### src/logic/sopc_pkg.sv
`default_nettype none

package sopc_pkg;

    // ##########################################################
    // Bus payloads
    // ##########################################################

    typedef struct packed {
        logic        wr;    // Write when set.
        logic [31:0] addr;  // Byte address.
        logic [31:0] wdata;
        logic [3:0]  strb;  // Byte lanes for writes.
    } bus_req_t;

    typedef struct packed {
        logic [31:0] rdata;
        logic        err;   // Decode error.
    } bus_rsp_t;

    // ##########################################################
    // Address map
    // ##########################################################

    localparam logic [31:0] RAM_BASE    = 32'h0000_0000;
    localparam logic [31:0] GPIO_BASE   = 32'h1000_0000;
    localparam logic [31:0] REGION_MASK = 32'hF000_0000; // Upper nibble picks the slave.

    localparam logic [3:0] GPIO_PIO_OFFSET = 4'h0;
    localparam logic [3:0] GPIO_KEY_OFFSET = 4'h4;

    typedef enum logic [1:0] {
        SEL_RAM,
        SEL_GPIO,
        SEL_NONE
    } slave_sel_e;

    typedef enum logic [1:0] {
        ST_IDLE,
        ST_ACCESS,
        ST_RESP
    } ram_state_e;

endpackage

`default_nettype wire

### src/logic/gpio_regs.sv
`default_nettype none
`timescale 1ns/1ps

module gpio_regs #(
    parameter int GPIO_W = 4
) (
    input  logic               clk,
    input  logic               reset_i,
    input  logic               req_valid_i,
    input  sopc_pkg::bus_req_t req_i,
    input  logic [GPIO_W-1:0]  key_i,
    output logic               done_o,
    output sopc_pkg::bus_rsp_t rsp_o,
    output logic [GPIO_W-1:0]  pio_o
);

    logic [GPIO_W-1:0] key_meta_q;
    logic [GPIO_W-1:0] key_sync_q;
    logic [GPIO_W-1:0] pio_q;
    logic              done_q;
    logic [31:0]       rdata_q;
    logic [3:0]        offset;

    assign offset = req_i.addr[3:0];

    // Two-flop synchronizer for the keys.
    always_ff @(posedge clk) begin
        key_meta_q <= key_i;
        key_sync_q <= key_meta_q;
    end

    always_ff @(posedge clk) begin
        if (reset_i) begin
            pio_q  <= '0;
            done_q <= 1'b0;
        end else begin
            done_q <= req_valid_i;
            if (req_valid_i && req_i.wr && req_i.strb[0] &&
                offset == sopc_pkg::GPIO_PIO_OFFSET) begin
                pio_q <= req_i.wdata[GPIO_W-1:0];
            end
        end
    end

    always_ff @(posedge clk) begin
        if (req_valid_i) begin
            rdata_q <= 32'h0;
            if (!req_i.wr && offset == sopc_pkg::GPIO_PIO_OFFSET) begin
                rdata_q <= 32'(pio_q);
            end else if (!req_i.wr && offset == sopc_pkg::GPIO_KEY_OFFSET) begin
                rdata_q <= 32'(key_sync_q);
            end
        end
    end

    assign done_o = done_q;
    assign rsp_o  = '{rdata: rdata_q, err: 1'b0};
    assign pio_o  = pio_q;

endmodule

`default_nettype wire

### config.mk
export PLATFORM = sky130hd
export DESIGN_NAME = gpio_regs
export DESIGN_NICKNAME = d
export VERILOG_FILES = /design/src/logic/sopc_pkg.sv /design/src/logic/gpio_regs.sv
export SDC_FILE = /design/constraint.sdc
export NUM_CORES = 1
export LEC_CHECK = 0
export ABC_CLOCK_PERIOD_IN_PS = 3400
export BUFFER_PORTS_ARGS = -buffer_cell sky130_fd_sc_hd__buf_4
export CORE_ASPECT_RATIO = 2
export CORE_MARGIN = 8
export CORE_UTILIZATION = 30
export CTS_BUF_LIST = sky130_fd_sc_hd__clkbuf_16
export DETAILED_ROUTE_END_ITERATION = 8
export PLACE_DENSITY = 0.87
export RECOVER_POWER = 50
export SETUP_SLACK_MARGIN = 0.5
export SLEW_MARGIN = 40
export SYNTH_ARGS = -nofsm -noshare
export SYNTH_HDL_FRONTEND = slang
export SYNTH_SLANG_ARGS = --single-unit
### constraint.sdc
create_clock -name clk -period 3.4 [get_ports clk]
set_input_delay 1.02 -clock clk [delete_from_list [all_inputs] [get_ports clk]]
set_output_delay 1.02 -clock clk [all_outputs]
set_load 0.03 [all_outputs]
# [Yosys cells after proc, flatten, opt, wreduce, memory -nomap -nowiden]
# Cells that the tools add are included.
[totals] mem_count=0 reg_bits=45 input_bits=76 ramBits=0 romBits=0 latchBits=0
[classes] n_lt_le_gt_ge=0 shifts=0 bitwise=0 reduce_logical=7 add_sub_neg=0 eq_ne=1 muxes=2 mul=0 n_div=0
[op_table] cell="4-bit two-way mux" count=2
[op_table] cell="1-bit logical AND" count=5
[op_table] cell="4-bit by 3-bit == test with 1-bit output (second input constant)" count=1
[op_table] cell="4-bit logical NOT" count=1
[op_table] cell="1-bit logical NOT" count=1

# [Longest topological paths before layout]
[logic_depth] depth_word=4 depth_mapped=4 mapped_depth_nobuf=3

# [Worst setup path after synthesis]
# No wires, ideal clock.
[synth_path] kind="input -> register" from="input req_i[38] (netlist bit)" to="register pio_q[0] (netlist: pio_o[0])" setup_time_ns=0.072 path_buffers=1 arrival_ns=1.773 setup_slack_ns=1.555 stages=4 cell_sequence="buf_6 nand4b_4 nor4_4 mux2i_1"
[synth_via] elab_chain_len=2
[synth_lines] element="from (decl)" line_no="gpio_regs.sv:10" source="input sopc_pkg::bus_req_t req_i,"
[synth_lines] element="4-bit logical NOT" line_no="gpio_regs.sv:39" source="offset == sopc_pkg::GPIO_PIO_OFFSET) begin"
[synth_lines] element="1-bit logical AND" line_no="gpio_regs.sv:38" source="if (req_valid_i && req_i.wr && req_i.strb[0] &&"
[synth_lines] element="to (signal assigned)" line_no="gpio_regs.sv:40" source="pio_q <= req_i.wdata[GPIO_W-1:0];"
[synth_lines] element="to (decl)" line_no="gpio_regs.sv:19" source="logic [GPIO_W-1:0] pio_q;"
# Every way passes these cells.
# A chain may end at the register's enable or synchronous reset.

# [Final worst setup path]
[layout_path] from="register done_q (netlist: done_o)" to="output done_o"
[layout_lines] element="from (decl)" line_no="gpio_regs.sv:20" source="logic done_q;"
[layout_lines] element="from (signal assigned)" line_no="gpio_regs.sv:37" source="done_q <= req_valid_i;"
[layout_lines] element="to (decl)" line_no="gpio_regs.sv:12" source="output logic done_o,"
# No word-level cell between the ends.

==> flow_summary.yaml <==
synthesis:
  synth_commonest_cells: "buf_4 (29), dfxtp_1 (13), mux2i_1 (8), nand2b_1 (8)"
  syn_area_um2: 821
  ys.flop_type: "dfxtp_1"
  avgSynthCellArea_um2: 11.4
  synth_edf_count: 4
  async_flop_share_pct: 0
  syn_inst: 72
  ys_seq_elements: 17
  synth_cell_type_count: 12
  yosysTopAreaCell: "dfxtp_1"
  yosys-top-cells-area: "dfxtp_1 (32%), buf_4 (27%), edfxtp_1 (15%), mux2i_1 (9.8%), nand2b_1 (6.1%)"
  synth_top_area_share_pct: 31.7
  yosysWarnings: 0
  ys_seq_area_share_pct: 46.3
  synth.most_common_cell: "buf_4"
global_route:
  antenna_found_initial: 0
  grt_max_degree: 11
  gr-total-overflow: 0
  grt_pass1_wl_um: 2390
  grt_usage_pct: 6.23
  grt_pass1_vias: 565
finish:
  multi_input_area_um2: 313
  syn2layout_area_growth_pct: 20.6
  ff_latch_area_um2: 380
  drive_above_1_share_pct: 29.3
  fin_nets: 176
  nFillCells: 267
  diodes: 0
  fin_cells: 128
placed_design:
  place_inst: 124
  dp_hpwl_um: 1270
  place.gp.congestion: 0.770
  portBuffers: 25
  dp_slack_ns: 1.41
power:
  p_seq_share_pct: 41.3
  p_per_area_nw_per_um2: 531
  p_sw_share_pct: 25.5
  power_leakage_nw: 0.469
  peakVddDrop_mv: 0.289
  switchingPower_mw: 0.134
  combPwrFrac_pct: 15.2
  clkPwrFrac_pct: 43.5
  internal-power_mw: 0.392
setup_path:
  critPathKind: "reg2out"
  slowest_stage: "dfxtp_1"
  worstPathRequired_ns: 2.38
  startpoint_type: "flop"
  crit_fanout: 1
  crit_family: "flip-flops"
  end_kind: "output port"
  path_buf_inv: 1
  crit_chain: "clkbuf_1"
  critical-path-max-stage-delay_ns: 0.31
  arrival_ns: 0.86
die:
  initial_core_util_pct: 30.8
  io_pins: 114
  num_rows: 27
  fp.dieH_um: 90.0
  die_area_um2: 4770
  die_w_um: 53.0
  core_um2: 2670
run_status:
  status: "finished clean"
timing:
  finalCritPeriodShare_pct: 55.3
  fin_hold_ws_ns: 0.324
  fmax_mhz: 531
  drv_slew: 0
  fin_skew_ns: 0.000947
  setup_slack_ns: 1.52
  setup_viol: 0
  finalHoldViolations: 0
  finalSetupTns_ns: 0
  min_period_ns: 1.88
  grt_setup_unrepaired: "false"
clock_tree:
  cts_tree: "built"
  clockBufferDepth: 2
  post_cts_resized: 0
  cts-root-buf: "clkbuf_16"
  clock_latency_ns: 0.24
  cts.sinks: 17
  numCtsBuffers: 3
  ctsHoldBuffers: 0
  cts_setup_buffers: 0
  ctsHtreeMaxLevel: 1
  clk_pin_slew_ns: 0.05
detailed_routing:
  post_drt_wl_per_cell_um: 11.5
  vias: 473
  dr.pass1.iters: 2
  antenna_left: 0
  drt-vias-per-instance: 3.70
  drt_iter0_drc: 3
  drt-total-wl_um: 1470
  drc: 0
min_path:
  hold_path.class: "reg2reg"
flow_run:
  maxCapViolations: 0
[flip-flops by register name (all words and copies together), names as in the netlist]
register	count
pio_o	4
key_meta_q	4
key_sync_q	4
done_o	1
rdata_q	4
[logic make-up (layout without fill, tap and decap cells)]
group,Yosys count,after routing,share of synthesized area (%)
buffers and inverters,30,29,27.9
flip-flops,17,17,46.3
multiplexers,8,8,9.76
other,1,29,0.457
AND/OR/NAND/NOR,16,16,15.5
[placed cells by master (no fill, tap or decap)]
cell type	count
nand4b_4	1
conb_1	29
clkinv_2	1
nand2b_1	8
dfxtp_1	13
edfxtp_1	4
buf_4	19
clkbuf_1	2
clkbuf_16	3
clkbuf_4	4
nor2b_1	1
or4_1	1
mux2i_1	8
nor2_1	4
nor4_4	1
[power by group through the flow]
stage / Combinational (mW) / Sequential (mW) / Clock, mW
2_1_floorplan: 0.0773 / 0.227 / 0
5_1_grt: 0.0847 / 0.217 / 0.238
6_report: 0.0798 / 0.217 / 0.229
4_1_cts: 0.0806 / 0.217 / 0.233
3_5_place_dp: 0.0806 / 0.221 / 0
3_3_place_gp: 0.0793 / 0.221 / 0
[through the flow]
stage                     cell area (µm²)  util, %  power [mW]
after floorplan                       926        -       0.304
after global placement                921     34.5       0.300
after detailed placement              921     34.5       0.302
after CTS                            1000     37.5       0.530
after global routing                  990     37.1       0.540
final                                 990     37.1       0.526
[layout make-up]
| type | instances | share of cell area, % |
|---|---|---|
| clock buffer | 3 | 7.59 |
| clock inverter | 1 | 0.506 |
| multi-input combinational | 53 | 31.6 |
| sequential | 17 | 38.4 |
| tap | 29 | 3.67 |
| timing repair buffer | 25 | 18.2 |
[final timing paths]
path                                       startpoint                    end  slack, ns  depth (start not counted)
worst max register to register  pio_o[2]$_SDFFE_PP0P_   rdata_q[2]$_DFFE_PP_       2.63                          2
worst min register to register  key_meta_q[3]$_DFF_P_  key_sync_q[3]$_DFF_P_       0.32                          0
worst min-delay path            key_meta_q[3]$_DFF_P_  key_sync_q[3]$_DFF_P_       0.32                          0
worst max-delay path                done_o$_SDFF_PP0_                 done_o       1.52                          1
[routing by layer]
layer  up-vias  wire [µm]  global-route usage (%)  share of wire [%]
met5         -          0                       0                  0
met4         0         27                    2.61                1.8
met3         3        313                    3.47                 21
met2        48        577                    9.55                 39
met1       195        552                    6.69                 38
li1        227          -                       -                  -
(Power assumes the default switching activity.)
