<file path="src/logic/sopc_pkg.sv">
`default_nettype none

package sopc_pkg;

    // ##########################################################
    // Bus payloads
    // ##########################################################

    typedef struct packed {
        logic        wr;    // Write when set.
        logic [31:0] addr;  // Byte address.
        logic [31:0] wdata;
        logic [3:0]  strb;  // Byte lanes for writes.
    } bus_req_t;

    typedef struct packed {
        logic [31:0] rdata;
        logic        err;   // Decode error.
    } bus_rsp_t;

    // ##########################################################
    // Address map
    // ##########################################################

    localparam logic [31:0] RAM_BASE    = 32'h0000_0000;
    localparam logic [31:0] GPIO_BASE   = 32'h1000_0000;
    localparam logic [31:0] REGION_MASK = 32'hF000_0000; // Upper nibble picks the slave.

    localparam logic [3:0] GPIO_PIO_OFFSET = 4'h0;
    localparam logic [3:0] GPIO_KEY_OFFSET = 4'h4;

    typedef enum logic [1:0] {
        SEL_RAM,
        SEL_GPIO,
        SEL_NONE
    } slave_sel_e;

    typedef enum logic [1:0] {
        ST_IDLE,
        ST_ACCESS,
        ST_RESP
    } ram_state_e;

endpackage

`default_nettype wire

</file>
<file path="src/logic/bus_arbiter.sv">
`default_nettype none
`timescale 1ns/1ps

module bus_arbiter (
    input  logic               clk,
    input  logic               reset_i,
    input  logic               ibus_req_valid_i,
    input  sopc_pkg::bus_req_t ibus_req_i,
    input  logic               dbus_req_valid_i,
    input  sopc_pkg::bus_req_t dbus_req_i,
    input  logic               rsp_valid_i,
    input  sopc_pkg::bus_rsp_t rsp_i,
    output logic               ibus_req_ready_o,
    output logic               dbus_req_ready_o,
    output logic               ibus_rsp_valid_o,
    output sopc_pkg::bus_rsp_t ibus_rsp_o,
    output logic               dbus_rsp_valid_o,
    output sopc_pkg::bus_rsp_t dbus_rsp_o,
    output logic               req_valid_o,
    output sopc_pkg::bus_req_t req_o
);

    logic               busy_q;
    logic               owner_dbus_q;   // Who gets the response.
    logic               prio_dbus_q;    // Round-robin pointer.
    logic               grant_dbus;
    logic               accept;
    logic               req_valid_q;
    logic               rsp_valid_q;
    sopc_pkg::bus_req_t req_q;
    sopc_pkg::bus_rsp_t rsp_q;

    always_comb begin
        if (ibus_req_valid_i && dbus_req_valid_i) begin
            grant_dbus = prio_dbus_q;   // Both asking.
        end else begin
            grant_dbus = dbus_req_valid_i;
        end
    end

    assign ibus_req_ready_o = !busy_q && ibus_req_valid_i && !grant_dbus;
    assign dbus_req_ready_o = !busy_q && dbus_req_valid_i && grant_dbus;
    assign accept           = ibus_req_ready_o || dbus_req_ready_o;

    always_ff @(posedge clk) begin
        if (reset_i) begin
            busy_q       <= 1'b0;
            owner_dbus_q <= 1'b0;
            prio_dbus_q  <= 1'b0;       // Instruction bus first.
            req_valid_q  <= 1'b0;
            rsp_valid_q  <= 1'b0;
        end else begin
            req_valid_q <= accept;
            rsp_valid_q <= rsp_valid_i;
            if (accept) begin
                busy_q       <= 1'b1;
                owner_dbus_q <= grant_dbus;
                prio_dbus_q  <= !grant_dbus;
            end else if (rsp_valid_i) begin
                busy_q <= 1'b0;
            end
        end
    end

    always_ff @(posedge clk) begin
        if (accept) begin
            req_q <= grant_dbus ? dbus_req_i : ibus_req_i;
        end
        if (rsp_valid_i) begin
            rsp_q <= rsp_i;
        end
    end

    assign req_valid_o      = req_valid_q;
    assign req_o            = req_q;
    assign ibus_rsp_valid_o = rsp_valid_q && !owner_dbus_q;
    assign dbus_rsp_valid_o = rsp_valid_q && owner_dbus_q;
    assign ibus_rsp_o       = rsp_q;
    assign dbus_rsp_o       = rsp_q;

    a_single_ready: assert property (@(posedge clk) disable iff (reset_i)
        !(ibus_req_ready_o && dbus_req_ready_o));

    // A response from the slaves must belong to a transfer we issued.
    a_rsp_when_busy: assert property (@(posedge clk) disable iff (reset_i)
        rsp_valid_i |-> busy_q);

endmodule

`default_nettype wire

</file>
<file path="config.mk">
export PLATFORM = sky130hd
export DESIGN_NAME = bus_arbiter
export DESIGN_NICKNAME = d
export VERILOG_FILES = /design/src/logic/sopc_pkg.sv /design/src/logic/bus_arbiter.sv
export SDC_FILE = /design/constraint.sdc
export NUM_CORES = 1
export LEC_CHECK = 0
export BUFFER_PORTS_ARGS = -buffer_cell sky130_fd_sc_hd__buf_2
export CAP_MARGIN = 20
export CORE_AREA = 2 2 123 125
export DETAILED_ROUTE_END_ITERATION = 16
export DIE_AREA = 0 0 125 127
export SYNTH_ARGS = -nofsm -noshare
export SYNTH_HDL_FRONTEND = slang
export SYNTH_SLANG_ARGS = --single-unit
</file>
<file path="constraint.sdc">
create_clock -name clk -period 6.69 [get_ports clk]
set_clock_uncertainty 0.2 [all_clocks]
set_input_delay 2.007 -clock clk [delete_from_list [all_inputs] [get_ports clk]]
set_output_delay 2.007 -clock clk [all_outputs]
set_load 0.05 [all_outputs]
</file>
Yosys cells after proc, flatten, opt, wreduce, memory -nomap -nowiden
Cells that the tools add are included.
{"block": "word_totals", "regBits": 107, "in_bits": 176, "out_inout_bits": 140, "wordCells": 27}
{"block": "op_classes", "muxes": 4, "n_reduce_logical": 12}
{"operator": "69-bit two-way mux", "n": 1}
{"operator": "1-bit logical AND", "n": 7}
{"operator": "1-bit logical NOT", "n": 3}
{"operator": "1-bit two-way mux", "n": 3}
{"operator": "2-bit nonzero test", "n": 1}
{"operator": "1-bit logical OR", "n": 1}

Depth between registers and ports, before layout
{"block": "depth", "word_depth": 6, "mapped_depth": 4, "ltp_nobuf": 3}

Worst setup path after synthesis
Ideal clock, no wire load.
{"block": "synth_timing", "path_kind": "input -> register", "from": "input port dbus_req_valid_i", "to": "register req_q (netlist bit req_o[0]), enable pin", "setup_ps": 498, "t_arrival_ps": 4960, "required_ps": 5992, "path_slack_ps": 1032, "stages": 2, "cell_sequence": "nor2_1 nor2_1"}
{"block": "synth_via", "elab_chain_len": 5}
{"element": "start: declaration", "line": "bus_arbiter.sv:9", "source": "input logic dbus_req_valid_i,"}
{"element": "1-bit logical AND", "line": "bus_arbiter.sv:34", "source": "if (ibus_req_valid_i && dbus_req_valid_i) begin"}
{"element": "1-bit two-way mux", "line": "bus_arbiter.sv:34"}
{"element": "1-bit logical NOT", "line": "bus_arbiter.sv:41", "source": "assign ibus_req_ready_o = !busy_q && ibus_req_valid_i && !grant_dbus;"}
{"element": "1-bit logical AND", "line": "bus_arbiter.sv:41"}
{"element": "1-bit logical OR *", "line": "bus_arbiter.sv:43", "source": "assign accept = ibus_req_ready_o || dbus_req_ready_o;"}
{"element": "named net accept", "line": "bus_arbiter.sv:27", "source": "logic accept;"}
{"element": "end signal: assignment", "line": "bus_arbiter.sv:67", "source": "req_q <= grant_dbus ? dbus_req_i : ibus_req_i;"}
{"element": "end: declaration", "line": "bus_arbiter.sv:30", "source": "sopc_pkg::bus_req_t req_q;"}
Mark *: on every way through the listed nets, which the timed path passes. The rest lies on a longest branch.
A chain may end at the register's enable or synchronous reset.

Worst setup path in the final report
{"block": "layout_timing", "from": "input port ibus_req_valid_i", "to": "output port ibus_req_ready_o"}
{"block": "layout_via", "elab_chain_len": 4}
{"element": "start: declaration", "line": "bus_arbiter.sv:7", "source": "input logic ibus_req_valid_i,"}
{"element": "1-bit logical AND", "line": "bus_arbiter.sv:34"}
{"element": "1-bit two-way mux", "line": "bus_arbiter.sv:34"}
{"element": "1-bit logical NOT", "line": "bus_arbiter.sv:41"}
{"element": "1-bit logical AND *", "line": "bus_arbiter.sv:41"}
{"element": "end: declaration", "line": "bus_arbiter.sv:13", "source": "output logic ibus_req_ready_o,"}
Every way passes the cells marked *; elsewhere a longest branch is shown, timed or not.

==> flow_summary.toml <==
[flow_run]
maxCapViolCount = 0

[synth]
yosysTopAreaCell = "edfxtp_1"
ys.warnings.count = 0
netlist_top_cells_area = "edfxtp_1, mux2_2, buf_4"
netlist_area_sq_um = 4380
seq_area_frac_synth_pct = 72.3
syn_inst = 235
syn_nets = 411
avgSynthCellArea_sq_um = 18.6
synthDominantCellAreaShare_pct = 70.0
ys_types = 19
ys_ff_latch = 107

[global_route]
overflow = 0
grt_max_degree = 71
grt_usage_pct = 13.7
grt_pass1_vias = 3190
grt_pass1_wl_mm = 16.6
grt_antenna_before_repair = 0

[timing]
min_period_ns = 4.99
finalHoldViolCount = 0
max_freq_mhz = 200
tightestPinTransition_ns = 0.895
fin_setup_tns_ns = 0
setup_violations = 0
fin_crit_sh_pct = 74.6
grt_setup_unrepaired = "no"
slew_violations = 0
setup_slack_ns = 1.70
max_slew_margin_pct = 40.3

[pwr]
p_leak_nw = 2.76
p_per_area_nw_per_um2 = 292
ir_worst_vdd_mv = 0.144

[placement]
pre_cts_ws_ns = 1.68
gp_congestion = 0.824
placed_area_sq_um = 5900
port_buffers = 315
dp.final_hpwl_mm = 8.74

[die]
io_pins = 316
die_h_um = 127
rows = 44
core_sq_um = 14400
die_w_um = 125
design.die.area_sq_um = 15900
initial_utilization_pct = 30.3

[layout]
seq_area_sq_um = 3160
synthToLayoutAreaGrowth_pct = 41.4
fin_util_pct = 42.9
final_area_sq_um = 6190
final_common_cell = "buf_2"
antenna_cells = 0
nNetsFinal = 699
final_cell_mix = "buf_2, edfxtp_1, mux2_2"
fillers = 1379
multi_input_area_sq_um = 890
drive_above_1_share_pct = 75.6

[routing]
drc = 0
drt_iter0_drc = 119
vias = 3034
antenna_left = 0
drt-pass1-iter-count = 4
vias_per_cell = 4.26
post_drt_wl_per_cell_um = 15.6
drt-total-wl_mm = 11.1

[worst_setup_path]
cp.required_ns = 4.48
crit_type = "in2out"
worstSetupEndpointType = "output pin"
setup.worst_path.start_class = "input port"
crit_fanout = 5
crit_arrival_ns = 2.79

[clock_network]
cts_buffer_depth = 2
clk_latency_ns = 0.34
clk_pin_slew_worst_paths_ns = 0.07
post_cts_resized = 0
holdBufCountCts = 0
cts_sinks = 107
h-tree-depth = 3
clockRootBuffer = "clkbuf_16"
cts_made_buffers = 9
cts_setup_buffers = 0
cts_tree = "built"

[run_status]
status = "complete, no violations"

[worst_hold_path]
min_path_type = "reg2reg"
## power by group
| part | internal (mW) | switching [mW] | leakage [nW] |
|---|---|---|---|
| registers | 0.807 | 0.0204 | 1.04 |
| clock network | 0.260 | 0.253 | 0.140 |
| logic | 0.123 | 0.344 | 1.59 |
| total | 1.19 | 0.617 | 2.76 |
## layout make-up
class / count / area share, %
Clock buffer: 9 / 3.64
Multi-Input combinational cell: 85 / 14.4
Inverter: 2 / 0.121
Tap cell: 184 / 3.72
Clock inverter: 7 / 0.991
Timing Repair Buffer: 318 / 26.0
Sequential cell: 107 / 51.1
## synthesized netlist by cell type
master / number
a211oi_1: 1
a21oi_1: 2
a311oi_1: 1
and2_1: 1
buf_4: 35
buf_6: 5
clkbuf_1: 1
dfxtp_1: 5
edfxtp_1: 102
inv_1: 2
mux2_1: 6
mux2_2: 63
nand3b_1: 1
nor2_1: 3
nor2b_1: 2
nor3_1: 2
o21ai_4: 1
o31ai_1: 1
or2b_1: 1
## critical path: stages
cell	delay, ns
buf_2	0.12
or2b_1	0.24
a21oi_1	0.13
buf_2	0.28
## sequential cells by signal, summed over array words and instances, names as in the netlist
signal	count
prio_dbus_q	1
req_valid_o	1
dbus_rsp_o	33
rsp_valid_q	1
owner_dbus_q	1
req_o	69
busy_q	1
## per-layer routing
metal / GRT usage (%) / vias up / wire length (um)
met4: 6.47 / 0 / 233
met5: 0 / - / 0
met3: 3.89 / 17 / 945
met2: 25.8 / 181 / 6070
met1: 14.1 / 1398 / 3880
li1: - / 1438 / -
## path summary, 6_finish.rpt
kind	startpoint	to	slack, ns	cells past startpoint
worst max register to register	prio_dbus_q	req_o[54]	4.54	3
worst min-delay path	owner_dbus_q	owner_dbus_q	0.32	2
worst min register to register	owner_dbus_q	owner_dbus_q	0.32	2
worst max-delay path	ibus_req_valid_i	ibus_req_ready_o	1.70	4
## cell families (layout without fill, tap and decap cells)
kind of cell	after synthesis	in the layout	synth area share (%)
simple gates	10	10	1.26
mux	69	69	17.8
buf+inv	43	336	7.55
flops	107	107	72.3
compound gates	6	6	1.14
## through the flow
step                power, mW  cells  hold WS (ns)
global placement         1.31    695         0.305
floorplan                1.20    235         0.270
CTS                      1.83    712         0.317
global route             1.88    712         0.341
finish                   1.81    712         0.321
detailed placement       1.31    696         0.306
No activity file was read; power rests on OpenSTA's default activity.
