`src/logic/sopc_pkg.sv`:
```
`default_nettype none

package sopc_pkg;

    // ##########################################################
    // Bus payloads
    // ##########################################################

    typedef struct packed {
        logic        wr;    // Write when set.
        logic [31:0] addr;  // Byte address.
        logic [31:0] wdata;
        logic [3:0]  strb;  // Byte lanes for writes.
    } bus_req_t;

    typedef struct packed {
        logic [31:0] rdata;
        logic        err;   // Decode error.
    } bus_rsp_t;

    // ##########################################################
    // Address map
    // ##########################################################

    localparam logic [31:0] RAM_BASE    = 32'h0000_0000;
    localparam logic [31:0] GPIO_BASE   = 32'h1000_0000;
    localparam logic [31:0] REGION_MASK = 32'hF000_0000; // Upper nibble picks the slave.

    localparam logic [3:0] GPIO_PIO_OFFSET = 4'h0;
    localparam logic [3:0] GPIO_KEY_OFFSET = 4'h4;

    typedef enum logic [1:0] {
        SEL_RAM,
        SEL_GPIO,
        SEL_NONE
    } slave_sel_e;

    typedef enum logic [1:0] {
        ST_IDLE,
        ST_ACCESS,
        ST_RESP
    } ram_state_e;

endpackage

`default_nettype wire

```
`src/logic/slave_decoder.sv`:
```
`default_nettype none
`timescale 1ns/1ps

module slave_decoder (
    input  logic               clk,
    input  logic               reset_i,
    input  logic               req_valid_i,
    input  sopc_pkg::bus_req_t req_i,
    input  logic               ram_done_i,
    input  sopc_pkg::bus_rsp_t ram_rsp_i,
    input  logic               gpio_done_i,
    input  sopc_pkg::bus_rsp_t gpio_rsp_i,
    output logic               ram_req_valid_o,
    output logic               gpio_req_valid_o,
    output sopc_pkg::bus_req_t slave_req_o,
    output logic               rsp_valid_o,
    output sopc_pkg::bus_rsp_t rsp_o
);

    sopc_pkg::slave_sel_e sel_d;
    sopc_pkg::slave_sel_e sel_q;
    logic                 pend_q;   // Waiting for a done.
    logic                 err_q;

    always_comb begin
        if ((req_i.addr & sopc_pkg::REGION_MASK) == sopc_pkg::RAM_BASE) begin
            sel_d = sopc_pkg::SEL_RAM;
        end else if ((req_i.addr & sopc_pkg::REGION_MASK) == sopc_pkg::GPIO_BASE) begin
            sel_d = sopc_pkg::SEL_GPIO;
        end else begin
            sel_d = sopc_pkg::SEL_NONE;
        end
    end

    assign ram_req_valid_o  = req_valid_i && (sel_d == sopc_pkg::SEL_RAM);
    assign gpio_req_valid_o = req_valid_i && (sel_d == sopc_pkg::SEL_GPIO);

    // Slaves see the offset inside their region.
    always_comb begin
        slave_req_o      = req_i;
        slave_req_o.addr = req_i.addr & ~sopc_pkg::REGION_MASK;
    end

    always_ff @(posedge clk) begin
        if (reset_i) begin
            sel_q  <= sopc_pkg::SEL_NONE;
            pend_q <= 1'b0;
            err_q  <= 1'b0;
        end else begin
            err_q <= req_valid_i && (sel_d == sopc_pkg::SEL_NONE);
            if (req_valid_i) begin
                sel_q  <= sel_d;
                pend_q <= 1'b1;
            end else if (rsp_valid_o) begin
                pend_q <= 1'b0;
            end
        end
    end

    always_comb begin
        rsp_valid_o = 1'b0;
        rsp_o       = '{rdata: 32'h0, err: 1'b1}; // Error answer.
        if (pend_q) begin
            case (sel_q)
                sopc_pkg::SEL_RAM: begin
                    rsp_valid_o = ram_done_i;
                    rsp_o       = ram_rsp_i;
                end
                sopc_pkg::SEL_GPIO: begin
                    rsp_valid_o = gpio_done_i;
                    rsp_o       = gpio_rsp_i;
                end
                default: begin
                    rsp_valid_o = err_q;
                end
            endcase
        end
    end

    a_one_strobe: assert property (@(posedge clk) disable iff (reset_i)
        !(ram_req_valid_o && gpio_req_valid_o));

    a_no_overlap: assert property (@(posedge clk) disable iff (reset_i)
        req_valid_i |-> !pend_q);

endmodule

`default_nettype wire

```
`config.mk`:
```
export PLATFORM = sky130hd
export DESIGN_NAME = slave_decoder
export DESIGN_NICKNAME = d
export VERILOG_FILES = /design/src/logic/sopc_pkg.sv /design/src/logic/slave_decoder.sv
export SDC_FILE = /design/constraint.sdc
export NUM_CORES = 1
export LEC_CHECK = 0
export BUFFER_PORTS_ARGS = -buffer_cell sky130_fd_sc_hd__clkbuf_2
export CORE_AREA = 2 2 96 98
export CTS_CLUSTER_SIZE = 12
export DETAILED_ROUTE_END_ITERATION = 8
export DIE_AREA = 0 0 98 100
export GPL_TIMING_DRIVEN = 0
export HOLD_SLACK_MARGIN = 0.12
export PLACE_DENSITY_LB_ADDON = 0.3
export SLEW_MARGIN = 20
export SYNTH_ARGS = -nofsm -noshare
export SYNTH_HDL_FRONTEND = slang
export SYNTH_SLANG_ARGS = --single-unit
```
`constraint.sdc`:
```
create_clock -name clk -period 2.4 [get_ports clk]
set_input_delay 0 -clock clk [delete_from_list [all_inputs] [get_ports clk]]
set_output_delay 0 -clock clk [all_outputs]
set_load 0.005 [all_outputs]
```
# [Yosys cells after proc, flatten, opt, wreduce, memory -nomap -nowiden]
# Cells that the tools add are included.
[word_totals] regBits=4 input_bits=140 output_inout_bits=105 elab_cells=22
[classes] n_eq_ne=4 mux=8 n_reduce_logical=7
[op_table] operator="33-bit case mux with 2 select lines" n=1
[op_table] operator="33-bit two-way mux" n=1
[op_table] operator="32-bit logical NOT" n=1
[op_table] operator="2-bit by 1-bit equality test with 1-bit output (second input constant)" n=2
[op_table] operator="4-bit by 1-bit equality test with 1-bit output (second input constant)" n=1
[op_table] operator="2-bit logical NOT" n=2
[op_table] operator="2-bit two-way mux" n=2
[op_table] operator="1-bit logical AND" n=3
[op_table] operator="1-bit two-way mux" n=3
[op_table] operator="2-bit equality test (second input constant)" n=1
[op_table] operator="1-bit case mux with 2 select lines" n=1
[op_table] operator="2-bit nonzero test" n=1

# [Logic depth before layout (Yosys ltp)]
[depth] ltp_word=5 depth_mapped=4

# [Least setup slack after synthesis]
# OpenSTA, ideal clock, no wires.
[synth_timing] path_kind="register to register" startpoint="register sel_q[0]" endpoint="register pend_q" setup_time_ps=93 arrival_ps=946 path_slack_ps=1361 stages_incl_launch_ff=4 period_less_slack_ps=1039 path_cell_list="dfxtp_1 buf_6 mux2_2 o311ai_2"
[synth_via] elab_chain_cells=4 word_cells_on_any_way=5
[synth_rtl] item="start, declared" line_no="slave_decoder.sv:21" text="sopc_pkg::slave_sel_e sel_q;"
[synth_rtl] item="start signal, assigned" line_no="slave_decoder.sv:46" text="sel_q <= sopc_pkg::SEL_NONE;"
[synth_rtl] item="start signal, assigned" line_no="slave_decoder.sv:52" text="sel_q <= sel_d;"
[synth_rtl] item="2-bit by 1-bit equality test with 1-bit output / 2-bit logical NOT (equally long branches)" line_no="slave_decoder.sv:64" text="case (sel_q)"
[synth_rtl] item="1-bit case mux with 2 select lines *" line_no="slave_decoder.sv:64"
[synth_rtl] item="1-bit two-way mux *" line_no="slave_decoder.sv:63" text="if (pend_q) begin"
[synth_rtl] item="2-bit nonzero test (no line) *"
[synth_rtl] item="end signal, assigned" line_no="slave_decoder.sv:47" text="pend_q <= 1'b0;"
[synth_rtl] item="end signal, assigned" line_no="slave_decoder.sv:53" text="pend_q <= 1'b1;"
[synth_rtl] item="end signal, assigned" line_no="slave_decoder.sv:55" text="pend_q <= 1'b0;"
[synth_rtl] item="end, declared" line_no="slave_decoder.sv:22" text="logic pend_q;"
# Every way passes the cells marked *; elsewhere a longest branch is shown, timed or not.
# A chain may end at the register's enable or synchronous reset.

# [Worst setup path after layout]
[layout_timing] startpoint="input req_i[66] (netlist name)" endpoint="register sel_q[0]"
[layout_via] elab_chain_cells=3 word_cells_on_any_way=4
[layout_rtl] item="start, declared" line_no="slave_decoder.sv:8" text="input sopc_pkg::bus_req_t req_i,"
[layout_rtl] item="4-bit by 1-bit equality test with 1-bit output" line_no="slave_decoder.sv:28" text="end else if ((req_i.addr & sopc_pkg::REGION_MASK) == sopc_pkg::GPIO_BASE) begin"
[layout_rtl] item="2-bit two-way mux" line_no="slave_decoder.sv:28"
[layout_rtl] item="2-bit two-way mux *" line_no="slave_decoder.sv:26" text="if ((req_i.addr & sopc_pkg::REGION_MASK) == sopc_pkg::RAM_BASE) begin"
# Marked as above.

==> impl_metrics.csv <==
group,metric,value,unit
yosys,syn_avg_cell_area,7.55,um^2
worst_setup_path,cp_common_cell,"dlygate4sd3_1",
clock_network,clock_sinks,4,
yosys,yosysTopAreaCell,"buf_4",
routing,detail_route.wl_per_cell,9.60,um
clock_network,clk_pin_slew,0.03,ns
placement,gp_congestion,0.727,
layout,regArea,80.1,um^2
yosys,syn_inst,165,
yosys,synth_top_area_share,43.4,%
placement,placed_cells,454,
timing,setup_viol,0,
min_path,hp-class,"in2reg",
power,power.share.sequential,15.4,%
timing,finalWorstSetupSlack,0.727,ns
clock_network,clk_path_buf_depth,2,
die,io_pins,245,
routing,vias,1681,
routing,drt-initial-drc-count,8,
worst_setup_path,worstPathArrival,1.83,ns
clock_network,post_cts_resized,0,
timing,rsz0062_at_grt,"no",
timing,fin_setup_tns,0,ns
global_routing,grt_use_total,7.76,%
worst_setup_path,cp.required,2.55,ns
routing,wl,4440,um
timing,skew,0.00174,ns
job,drv_cap,0,
yosys,async_reset_ff_share,0,%
clock_network,cts_buffers,3,
die,start_util,14.0,%
worst_setup_path,cp_cell_sequence,"dlygate4sd3_1 -> clkbuf_2 -> or4b_4 -> o32ai_1 -> dlygate4sd3_1",
yosys,seq_area_frac_synth,6.43,%
power,clock_power_share,29.0,%
layout,nets,493,
timing,fin_crit,1.67,ns
layout,stdcell_count,462,
layout,diodes,0,
layout,area.growth.synth_to_final,89.7,%
power,p_sw,114,uW
global_routing,overflow,0,
timing,period_share,69.7,%
clock_network,cts_hold_buf,5,
power,swShare,24.2,%
yosys,mappedNetlistArea,1240,um^2
power,powerDensity,199,nW/um^2
power,cellLeakagePower,1.37,nW
die,die_width,98,um
clock_network,cts_tree,"done",
yosys,ys_types,22,
timing,final_hold_viol_count,0,
die,coreArea,8890,um^2
layout,final_cell_mix,"clkbuf_2 (175), buf_4 (72), nor2_1 (34), mux2i_1 (32), dlygate4sd3_1 (5)",
power,ir_worst_vdd,0.000143,V
die,dieArea,9800,um^2
yosys,synthFlopType,"dfxtp_1",
timing,finalMaxSlewViolations,0,
worst_setup_path,critPathMaxFanout,3,
die,die_h,100,um
global_routing,grt_pass1_wl,6210,um
die,core.rowCount,35,
worst_setup_path,cpPeakStageDelay,0.57,ns
placement,hpwlAfterDp,4000,um
worst_setup_path,start_kind,"input port",
layout,drive_above_1_share,73.8,%
placement,dp_slack,1.20,ns
outcome,outcome,"finished, final reports clean",
power,power.share.combinational,55.7,%
clock_network,ctsHtreeMaxLevel,1,
routing,ant_nets,0,
worst_setup_path,worstSetupPathType,"in2reg",
routing,viasPerCell,3.64,
yosys,synth_seq_cells,4,
placement,numPortBuffers,175,
clock_network,clk_latency,0.21,ns
clock_network,cts-root-buf,"clkbuf_8",
yosys,synth_edf_count,0,
power,intPower,357,uW
worst_setup_path,cp_slowest_cell,"dlygate4sd3_1",
worst_setup_path,crit_path_end_kind,"flop",
global_routing,first_global_vias,1412,
clock_network,post_cts_buffers,0,
layout,mostFrequentLayoutCell,"clkbuf_2",
routing,firstDrtPassIters,4,
global_routing,antenna_found_initial,0,
yosys,ys_warn_count,0,
layout,multiInputGateArea,601,um^2
timing,fmax,0.598,GHz
layout,fillers,975,
yosys,synthTopCellsByArea,"buf_4 (43%), mux2i_1 (26%), nor2_1 (10%)",
routing,drcViolationCount,0,
global_routing,grt_max_degree,11,
==> worst paths after layout <==
kind              from  slack [ns]        to  cells past startpoint
max          req_i[66]        0.73  sel_q[0]                      5
min          req_i[67]        0.13  sel_q[1]                      3
max reg2reg   sel_q[0]        1.00  sel_q[0]                      4
min reg2reg      err_q        0.56    pend_q                      2
==> cells in the mapped netlist (all sizes together) (3+ instances only) <==
cell type and count:
buf 77, nor2 34, mux2i 32, dfxtp 4, nand2b 3
==> stage by stage <==
stage	hold WS [ns]	instance area, um^2	util, %	total power, mW
after floorplan	0.0311	1260	-	0.207
after global placement	0.169	2270	25.5	0.331
after detailed placement	0.168	2270	25.5	0.334
after CTS	0.128	2360	26.6	0.479
after global routing	0.145	2360	26.6	0.508
final	0.129	2360	26.6	0.471
==> state kept, by name, summed over array words and instances, names as in the netlist <==
| name | flops |
|---|---|
| pend_q | 1 |
| sel_q | 2 |
| err_q | 1 |
==> worst max-delay path, delay by kind of cell <==
family,cells,cell delay (ns)
AOI/OAI and AO/OA,1,0.13
buffers and inverters,3,1.21
and+or+nand+nor,1,0.49
==> power by group through the flow <==
stage	Combinational [mW]	Sequential (mW)	Clock (mW)
after CTS	0.266	0.0722	0.141
final	0.262	0.0723	0.136
after detailed placement	0.261	0.0730	0
after global placement	0.258	0.0730	0
after global routing	0.289	0.0725	0.146
after floorplan	0.135	0.0725	0
==> final cells by class <==
cell class / instances / area share, %
Buffer: 77 / 24.2
Clock buffer: 3 / 1.75
Inverter: 1 / 0.159
Multi-Input combinational cell: 86 / 25.4
Sequential cell: 4 / 3.39
Tap cell: 111 / 5.88
Timing Repair Buffer: 180 / 39.2
==> per-layer routing <==
metal	track usage, %	up-vias	routed length (um)
li1	-	835	-
met1	7.86	701	1440
met2	15.9	143	2350
met3	1.88	2	624
met4	1.60	0	19
met5	0	-	0
==> logic make-up (layout without fill, tap and decap cells) <==
| family | Yosys count | in the layout | synth area share, % |
|---|---|---|---|
| AOI/OAI and AO/OA | 5 | 5 | 4.12 |
| DFF | 4 | 4 | 6.43 |
| buffers and inverters | 78 | 261 | 46.2 |
| muxes | 33 | 33 | 26.6 |
| other | 1 | 4 | 0.301 |
| and+or+nand+nor | 44 | 44 | 16.3 |
(Power assumes the default switching activity.)
