==> src/logic/sopc_pkg.sv <==
`default_nettype none

package sopc_pkg;

    // ##########################################################
    // Bus payloads
    // ##########################################################

    typedef struct packed {
        logic        wr;    // Write when set.
        logic [31:0] addr;  // Byte address.
        logic [31:0] wdata;
        logic [3:0]  strb;  // Byte lanes for writes.
    } bus_req_t;

    typedef struct packed {
        logic [31:0] rdata;
        logic        err;   // Decode error.
    } bus_rsp_t;

    // ##########################################################
    // Address map
    // ##########################################################

    localparam logic [31:0] RAM_BASE    = 32'h0000_0000;
    localparam logic [31:0] GPIO_BASE   = 32'h1000_0000;
    localparam logic [31:0] REGION_MASK = 32'hF000_0000; // Upper nibble picks the slave.

    localparam logic [3:0] GPIO_PIO_OFFSET = 4'h0;
    localparam logic [3:0] GPIO_KEY_OFFSET = 4'h4;

    typedef enum logic [1:0] {
        SEL_RAM,
        SEL_GPIO,
        SEL_NONE
    } slave_sel_e;

    typedef enum logic [1:0] {
        ST_IDLE,
        ST_ACCESS,
        ST_RESP
    } ram_state_e;

endpackage

`default_nettype wire

==> src/logic/ram_bridge.sv <==
`default_nettype none
`timescale 1ns/1ps

module ram_bridge #(
    parameter int RAM_ADDR_W = 12
) (
    input  logic                  clk,
    input  logic                  reset_i,
    input  logic                  req_valid_i,
    input  sopc_pkg::bus_req_t    req_i,
    input  logic [31:0]           ram_rdata_i,
    input  logic                  ram_accept_i,
    output logic                  ram_rd_o,
    output logic [3:0]            ram_wr_o,
    output logic [RAM_ADDR_W-1:0] ram_addr_o,
    output logic [31:0]           ram_wdata_o,
    output logic                  done_o,
    output sopc_pkg::bus_rsp_t    rsp_o
);

    sopc_pkg::ram_state_e state_q;
    sopc_pkg::ram_state_e state_d;
    logic                 strobe;
    logic [31:0]          rdata_q;

    // The arbiter holds the request for the whole transfer.
    assign strobe = (state_q == sopc_pkg::ST_IDLE && req_valid_i) ||
                    (state_q == sopc_pkg::ST_ACCESS && !ram_accept_i);

    assign ram_rd_o    = strobe && !req_i.wr;
    assign ram_wr_o    = (strobe && req_i.wr) ? req_i.strb : 4'b0000;
    assign ram_addr_o  = req_i.addr[RAM_ADDR_W+1:2]; // Word address.
    assign ram_wdata_o = req_i.wdata;

    always_comb begin
        state_d = state_q;
        case (state_q)
            sopc_pkg::ST_IDLE: begin
                if (req_valid_i) begin
                    state_d = sopc_pkg::ST_ACCESS;
                end
            end
            sopc_pkg::ST_ACCESS: begin
                if (ram_accept_i) begin
                    state_d = sopc_pkg::ST_RESP;
                end
            end
            default: begin
                state_d = sopc_pkg::ST_IDLE;
            end
        endcase
    end

    always_ff @(posedge clk) begin
        if (reset_i) begin
            state_q <= sopc_pkg::ST_IDLE;
        end else begin
            state_q <= state_d;
        end
    end

    always_ff @(posedge clk) begin
        if (state_q == sopc_pkg::ST_ACCESS && ram_accept_i) begin
            rdata_q <= req_i.wr ? 32'h0 : ram_rdata_i; // Writes answer zero.
        end
    end

    assign done_o = (state_q == sopc_pkg::ST_RESP);
    assign rsp_o  = '{rdata: rdata_q, err: 1'b0};

    a_rd_wr_excl: assert property (@(posedge clk) disable iff (reset_i)
        !(ram_rd_o && |ram_wr_o));

endmodule

`default_nettype wire

==> config.mk <==
export PLATFORM = sky130hd
export DESIGN_NAME = ram_bridge
export DESIGN_NICKNAME = d
export VERILOG_FILES = /design/src/logic/sopc_pkg.sv /design/src/logic/ram_bridge.sv
export SDC_FILE = /design/constraint.sdc
export NUM_CORES = 1
export LEC_CHECK = 0
export BUFFER_PORTS_ARGS = -buffer_cell sky130_fd_sc_hd__buf_2
export CORE_MARGIN = 2
export CORE_UTILIZATION = 34
export CTS_CLUSTER_DIAMETER = 50
export CTS_CLUSTER_SIZE = 40
export DETAILED_ROUTE_END_ITERATION = 7
export PLACE_DENSITY = 0.87
export SETUP_SLACK_MARGIN = 0.2
export SYNTH_ARGS = -nofsm -noshare
export SYNTH_HDL_FRONTEND = slang
export SYNTH_SLANG_ARGS = --single-unit
==> constraint.sdc <==
create_clock -name clk -period 3 [get_ports clk]
set_input_delay 0.6 -clock clk [delete_from_list [all_inputs] [get_ports clk]]
set_output_delay 0.6 -clock clk [all_outputs]
set_load 0.03 [all_outputs]
## Word level (Yosys, flattened, before mapping)

Index checks and enable logic that the tools add are counted.
W data, S select, Z words.

| operators by class | value |
|---|---|
| muxes and demuxes | 4 |
| reductions and logical operators | 10 |
| eq/ne operators | 4 |

Operators by type and width:

| cell | number |
|---|---|
| $logic_and A1 B1 Y1 | 5 |
| $mux W2 | 2 |
| $mux W4 | 1 |
| $ne A2 B2 Y1 const B | 2 |
| $pmux W2 S2 | 1 |
| $eq A2 B1 Y1 const B | 1 |
| $eq A2 B2 Y1 const B | 1 |
| $logic_not A1 Y1 | 2 |
| $logic_not A2 Y1 | 1 |
| $reduce_and A2 Y1 | 1 |
| $logic_or A1 B1 Y1 | 1 |

| word-level totals | value |
|---|---|
| bits in registers | 34 |
| input bits | 105 |
| word-level logic and storage cells | 20 |
| output and inout port bits | 83 |

## Logic depth before layout (Yosys ltp)

Gate-level depths: netlist (run 1).

| logic depth | value |
|---|---|
| depth after elaboration | 5 |
| mapped depth | 3 |
| depth with buffers taken out | 2 |

## Worst setup path before layout (run 1)

Ideal clock, no wire load.

| timing | value |
|---|---|
| kind | in2reg |
| from | input port ram_accept_i |
| to | register rdata_q[0] (enable) |
| library setup time | 421 ps |
| setup slack | 561 ps |
| arrival | 2018 ps |
| stages | 2 |
| path buffers | 0 |
| data required time | 2579 ps |
| path through | nand2_1 -> nor2_1 |

| on the way | value |
|---|---|
| longest elaborated chain between the ends | 1 |

RTL lines:

| what | line | text |
|---|---|---|
| from (decl) | ram_bridge.sv:12 | `input logic ram_accept_i,` |
| $logic_and A1 B1 Y1 | ram_bridge.sv:63 | `if (state_q == sopc_pkg::ST_ACCESS && ram_accept_i) begin` |
| to (signal assigned) | ram_bridge.sv:64 | `rdata_q <= req_i.wr ? 32'h0 : ram_rdata_i;` |
| to (decl) | ram_bridge.sv:24 | `logic [31:0] rdata_q;` |

Every way passes these cells.
A chain may end at the register's enable or synchronous reset.

## Worst setup path in the final report (run 1)

| timing | value |
|---|---|
| from | input port req_i[68] in the netlist's numbering |
| to | output port ram_wr_o[2] |

| on the way | value |
|---|---|
| longest elaborated chain between the ends | 2 |

RTL lines:

| what | line | text |
|---|---|---|
| from (decl) | ram_bridge.sv:10 | `input sopc_pkg::bus_req_t req_i,` |
| $logic_and A1 B1 Y1 | ram_bridge.sv:31 | `assign ram_wr_o = (strobe && req_i.wr) ? req_i.strb : 4'b0000;` |
| $mux W4 | ram_bridge.sv:31 |  |
| to (decl) | ram_bridge.sv:14 | `output logic [3:0] ram_wr_o,` |

Every way passes these cells.

==> impl_metrics.toml, run 1 <==
[logic_synthesis]
synthCells = 133
synth_fa_ha_area_frac = 0
yosys.area.top_type = "edfxtp_1"
ys_top_cells_by_area = "edfxtp_1 (57%), buf_4 (20%), nor2b_1 (9.0%)"
netlist_area_sq_um = 1670
ys_seq_area_frac = 0.598
syn_area_per_cell_sq_um = 12.6
synth-compound-area-share = 0.00449
synth_top_family_by_area = "buffers and inverters"
netlist.area_leader.share = 0.574
synthSimpleGateAreaFrac = 0.174
muxShareOfSynthArea = 0
ys_ff_latch = 34
synthXorXnorAreaFrac = 0
syn_nets = 238
yosys_warnings = 0
ys_types = 14

[setup_path]
worstSetupPathType = "input pin to output pin"
path_max_fanout = 37
start_kind = "input pin"
worstPathArrival_ns = 1.59
end_kind = "output pin"
cp.required_ns = 2.40

[global_routing]
grt_pass1_wl_um = 4380
antenna_found_initial = 0
grt_pass1_vias = 856
grt_usage = 0.113
grt_max_degree = 38
overflow = 0

[layout]
fillCellCount = 463
syn2layout_area_growth_pct = 11.7
antenna_cells = 0
drive_gt1_frac = 0.512
nets = 274

[sta]
skew_ns = 0.00455
max_freq_ghz = 0.457
period_share = 0.729
final_max_slew_viol_count = 0
max-slew-margin-rel = 0.423
setup_viol = 0
hold_viol = 0
tns_ns = 0
grt_setup_unrepaired = "false"
period_needed_ns = 2.19
tightest_slew_ns = 0.864

[cts]
clockBufferDepth = 2
cts_root_buf = "clkbuf_8"
cts_hold_buf = 0
cts_resized = 0
cts.sinks = 34
clk_pin_slew_ns = 0.07
h-tree-depth = 2
post_cts_buffers = 0
insertion_delay_ns = 0.28
numCtsBuffers = 5
cts_tree = "done"

[routing]
ant_nets = 0
routed_wl_um = 3460
drc = 0
drtIter0Drc = 36
vias_per_cell = 4.27
routedWlPerCell_um = 14.6
num_vias = 1011
drtPass1Iterations = 4

[hold_path]
hold_class = "input pin to flop"

[power_and_ir_drop]
power.density_nw_per_um2 = 534
power_uw = 998
ir_worst_vdd_v = 0.000132
p_leak_nw = 0.809

[run]
maxCapViolations = 0

[floorplan]
fp.dieH_um = 74.1
floorplan.initialDensity = 0.354
ios = 188
die_x_um = 74.1
rows = 25
die_area_sq_um = 5500
core_sq_um = 4720

[outcome]
status = "finished clean"

[placement]
place.gp.congestion = 0.710
dp.final_hpwl_um = 2690
numPortBuffers = 78
## flip-flops by register name, indices dropped and copies added, names as in the netlist
name	cells
state_q	2
rdata_q	32
## layout make-up
| type | count | area, sq um | share of cell area |
|---|---|---|---|
| clock buffer | 5 | 68.8 | 0.0368 |
| clock inverter | 3 | 16.3 | 0.00870 |
| multi-input combinational | 50 | 309 | 0.165 |
| sequential | 34 | 1000 | 0.535 |
| tap | 67 | 83.8 | 0.0448 |
| timing repair buffer | 78 | 390 | 0.209 |
## cell usage after synthesis
library cell and count:
nor2_1 2, conb_1 1, nor2b_1 24, and2_4 1
buf_6 2, nor4_1 2, buf_4 45, nor3_1 5
edfxtp_1 32, and2b_1 9, o21bai_1 1, buf_2 2
nand2_1 5, dfxtp_1 2
## worst max-delay path, cell delays in order
cell and delay (ns):
buf_2 0.48, nand2_1 0.11, nor3_1 0.17, buf_2 0.22
## logic make-up (layout without fill, tap and decap cells)
| family | after synthesis | after routing |
|---|---|---|
| AND/OR/NAND/NOR | 48 | 48 |
| flip-flops | 34 | 34 |
| buffers and inverters | 49 | 86 |
| AO/OA/AOI/OAI | 1 | 1 |
| other | 1 | 1 |
## metrics by stage
stage	std cells	utilization	hold slack, ns	setup WS (ns)	instance area (sq um)
6_report	237	0.396	0.497	0.813	1870
5_1_grt	237	0.396	0.492	0.712	1870
4_1_cts	237	0.396	0.487	0.794	1870
3_5_place_dp	229	0.378	0.567	0.799	1780
3_3_place_gp	229	0.378	0.551	0.809	1780
2_1_floorplan	133	-	0.472	0.561	1670
## power breakdown
part	switching (mW)	leakage [nW]	internal (mW)
combinational	0.0839	0.451	0.0484
sequential	0.00593	0.316	0.542
clock	0.160	0.0416	0.159
total	0.249	0.809	0.749
## per-layer routing
layer	global-route usage	up-vias	routed length [um]
met5	0	-	0
met4	0.0768	0	135
met3	0.0718	17	467
met2	0.195	74	1820
met1	0.0931	458	1030
li1	-	462	-
## cells in the final DEF (no fill, tap or decap)
master      Yosys  final
buf_2           2     78
edfxtp_1       32     32
nor2b_1        24     24
and2b_1         9      9
nand2_1         5      5
nor3_1          5      5
clkbuf_8        0      5
nor4_1          2      2
dfxtp_1         2      2
and2_4          1      1
o21bai_1        1      1
nor2_1          2      1
nor2_4          0      1
conb_1          1      1
clkinvlp_4      0      1
clkinv_1        0      1
clkinv_2        0      1
## path summary, 6_finish.rpt
kind | cells past startpoint | from | endpoint | slack [ns]
worst min register to register | 1 | state_q[1] | state_q[1] | 0.57
worst max register to register | 2 | state_q[0] | rdata_q[21] | 1.42
worst min-delay path | 2 | reset_i | state_q[1] | 0.50
worst max-delay path | 4 | req_i[68] | ram_wr_o[2] | 0.81
Note: power is estimated with default switching activity, not from simulation.
==> run 2: changes to the inputs <==
ABC_AREA = 1   (was unset)
CORE_UTILIZATION = 35   (was 34)
clock period = 2.1 ns   (was 3 ns; I/O delays follow)
==> impl_metrics.toml, run 2 <==
[sta]
setup_viol = 0
period_needed_ns = 1.59
tns_ns = 0
period_share = 0.758
final_max_slew_viol_count = 0
skew_ns = 0.00355
max_freq_ghz = 0.628
grt_setup_unrepaired = "false"
hold_viol = 0
holdWs_ns = 0.320
worst_slack_ns = 0.508

[placement]
numPortBuffers = 78
dp_worst_setup_slack_ns = 0.595
place.gp.congestion = 0.659
dp.final_hpwl_um = 2650

[logic_synthesis]
synth_common_cells = "buf_4 (45), inv_1 (38), nor2_1 (38), edfxtp_1 (32), buf_6 (4)"
syn_nets = 274
netlist.area_leader.share = 0.552
synth_edf_count = 32
ys_types = 12
yosysMostFrequentCell = "buf_4"
synth_flop_cell = "edfxtp_1"
synthCells = 169
yosys_warnings = 0
yosys.area.top_type = "edfxtp_1"
syn_area_per_cell_sq_um = 10.3
netlist_area_sq_um = 1740
ys_ff_latch = 34
ys_seq_area_frac = 0.575
ys_top_cells_by_area = "edfxtp_1 (55%), buf_4 (19%), inv_1 (8.2%)"
async_flop_share = 0

[routing]
drtPass1Iterations = 4
drc = 0
drtIter0Drc = 60
vias_per_cell = 3.92
ant_nets = 0
routedWlPerCell_um = 12.0
num_vias = 1078
routed_wl_um = 3290

[layout]
final_cell_mix = "buf_2 (78), inv_1 (38), nor2_1 (37)"
syn2layout_area_growth_pct = 10.9
largest_register_ffs = 32
drive_gt1_frac = 0.447
top_regs = "rdata_q: 32 flops, state_q: 2 flops"
antenna_cells = 0
nets = 312
largest_register = "rdata_q"
layout_commonest_cell = "buf_2"

[setup_path]
cp_num_buf_inv = 1
path_max_fanout = 4
crit_family = "simple AND/OR/NAND/NOR gates"
slowest_delay_ns = 0.33
start_kind = "flop"
worstSetupPathType = "flop to output pin"
cp.required_ns = 1.68
end_kind = "output pin"
path_cells = "nand2_2, nand2_2, nor3_1, buf_2"
crit_path_frequent_cell = "nand2_2"
slowest_stage = "dfxtp_1"
worstPathArrival_ns = 1.17

[global_routing]
use_met3 = 0.0515
use_met1 = 0.0965
grt_max_degree = 33
overflow = 0
antenna_found_initial = 0
grt_pass1_vias = 967
grt_usage = 0.113
met2_usage = 0.196
grt_pass1_wl_um = 4530
top_usage_layer = "met2"

[cts]
h-tree-depth = 2
cts_hold_buf = 0
cts_root_buf = "clkbuf_8"
cts_tree = "done"
clockBufferDepth = 2
insertion_delay_ns = 0.27
numCtsBuffers = 5
cts.sinks = 34
post_cts_buffers = 0
cts_resized = 0
clk_pin_slew_ns = 0.06

[floorplan]
die_area_sq_um = 5550
floorplan.initialDensity = 0.366
ios = 188
die_x_um = 74.5
fp.dieH_um = 74.5
rows = 25
core_sq_um = 4750

[power_and_ir_drop]
p_leak_nw = 0.994
power.density_nw_per_um2 = 731
ir_worst_vdd_v = 0.000226

[run]
maxCapViolations = 0

[outcome]
status = "finished clean"

[hold_path]
hold_class = "input pin to flop"
## run 2: cell count changes after synthesis, sizes merged, moves of 2 or more
cell	change
nor2b	-24
nor3	-2
and2b	-9
nand2	-2
nor2	+36
nor4	-2
inv	+40
## run 2: logic make-up after synthesis
family,count (synthesis),share of synthesized area
buf+inv,89,0.306
flops,34,0.575
other cells,1,0.00215
simple gates,45,0.116
## run 2: metal layers
| layer | vias to the layer above | share of wire |
|---|---|---|
| met5 | - | 0 |
| met4 | 0 | 0.053 |
| met3 | 14 | 0.14 |
| met2 | 84 | 0.50 |
| met1 | 452 | 0.30 |
| li1 | 528 | - |
## run 2: worst reg2reg max path, cell delays in order, from the launching register on
cell and delay [ns]:
dfxtp_1 0.37, nand2_2 0.12, nor2_2 0.09, buf_4 0.36
## run 2: metrics by stage
| stage | util | instances | instance area [sq um] | power [mW] |
|---|---|---|---|---|
| final | 0.406 | 275 | 1930 | 1.41 |
| after global placement | 0.389 | 267 | 1850 | 0.994 |
| after CTS | 0.406 | 275 | 1930 | 1.43 |
| after global routing | 0.406 | 275 | 1930 | 1.47 |
| after floorplan | - | 169 | 1740 | 1.09 |
| after detailed placement | 0.389 | 267 | 1850 | 0.998 |
## run 2: path summary, 6_finish.rpt
check,cells past startpoint,startpoint,end,slack [ns]
setup reg to reg,3,state_q[0],rdata_q[5],0.81
hold / removal,2,reset_i,state_q[1],0.32
setup / recovery,4,state_q[0],ram_rd_o,0.51
hold reg to reg,1,state_q[1],state_q[1],0.49
## run 2: where the power goes
| part | internal (mW) | total [mW] | switching [mW] |
|---|---|---|---|
| logic | 0.0672 | 0.200 | 0.133 |
| registers | 0.774 | 0.781 | 0.00712 |
| clock network | 0.227 | 0.430 | 0.203 |
| total | 1.07 | 1.41 | 0.343 |
## run 2: area by class of cell
class                   count  area, sq um
well taps                  67         83.8
fillers                   477         2820
clock inverters             2         8.76
flip-flops and latches     34         1000
multi-input cells          46          209
clock buffers               6         72.6
inverters                  40          150
repair buffers             80          405
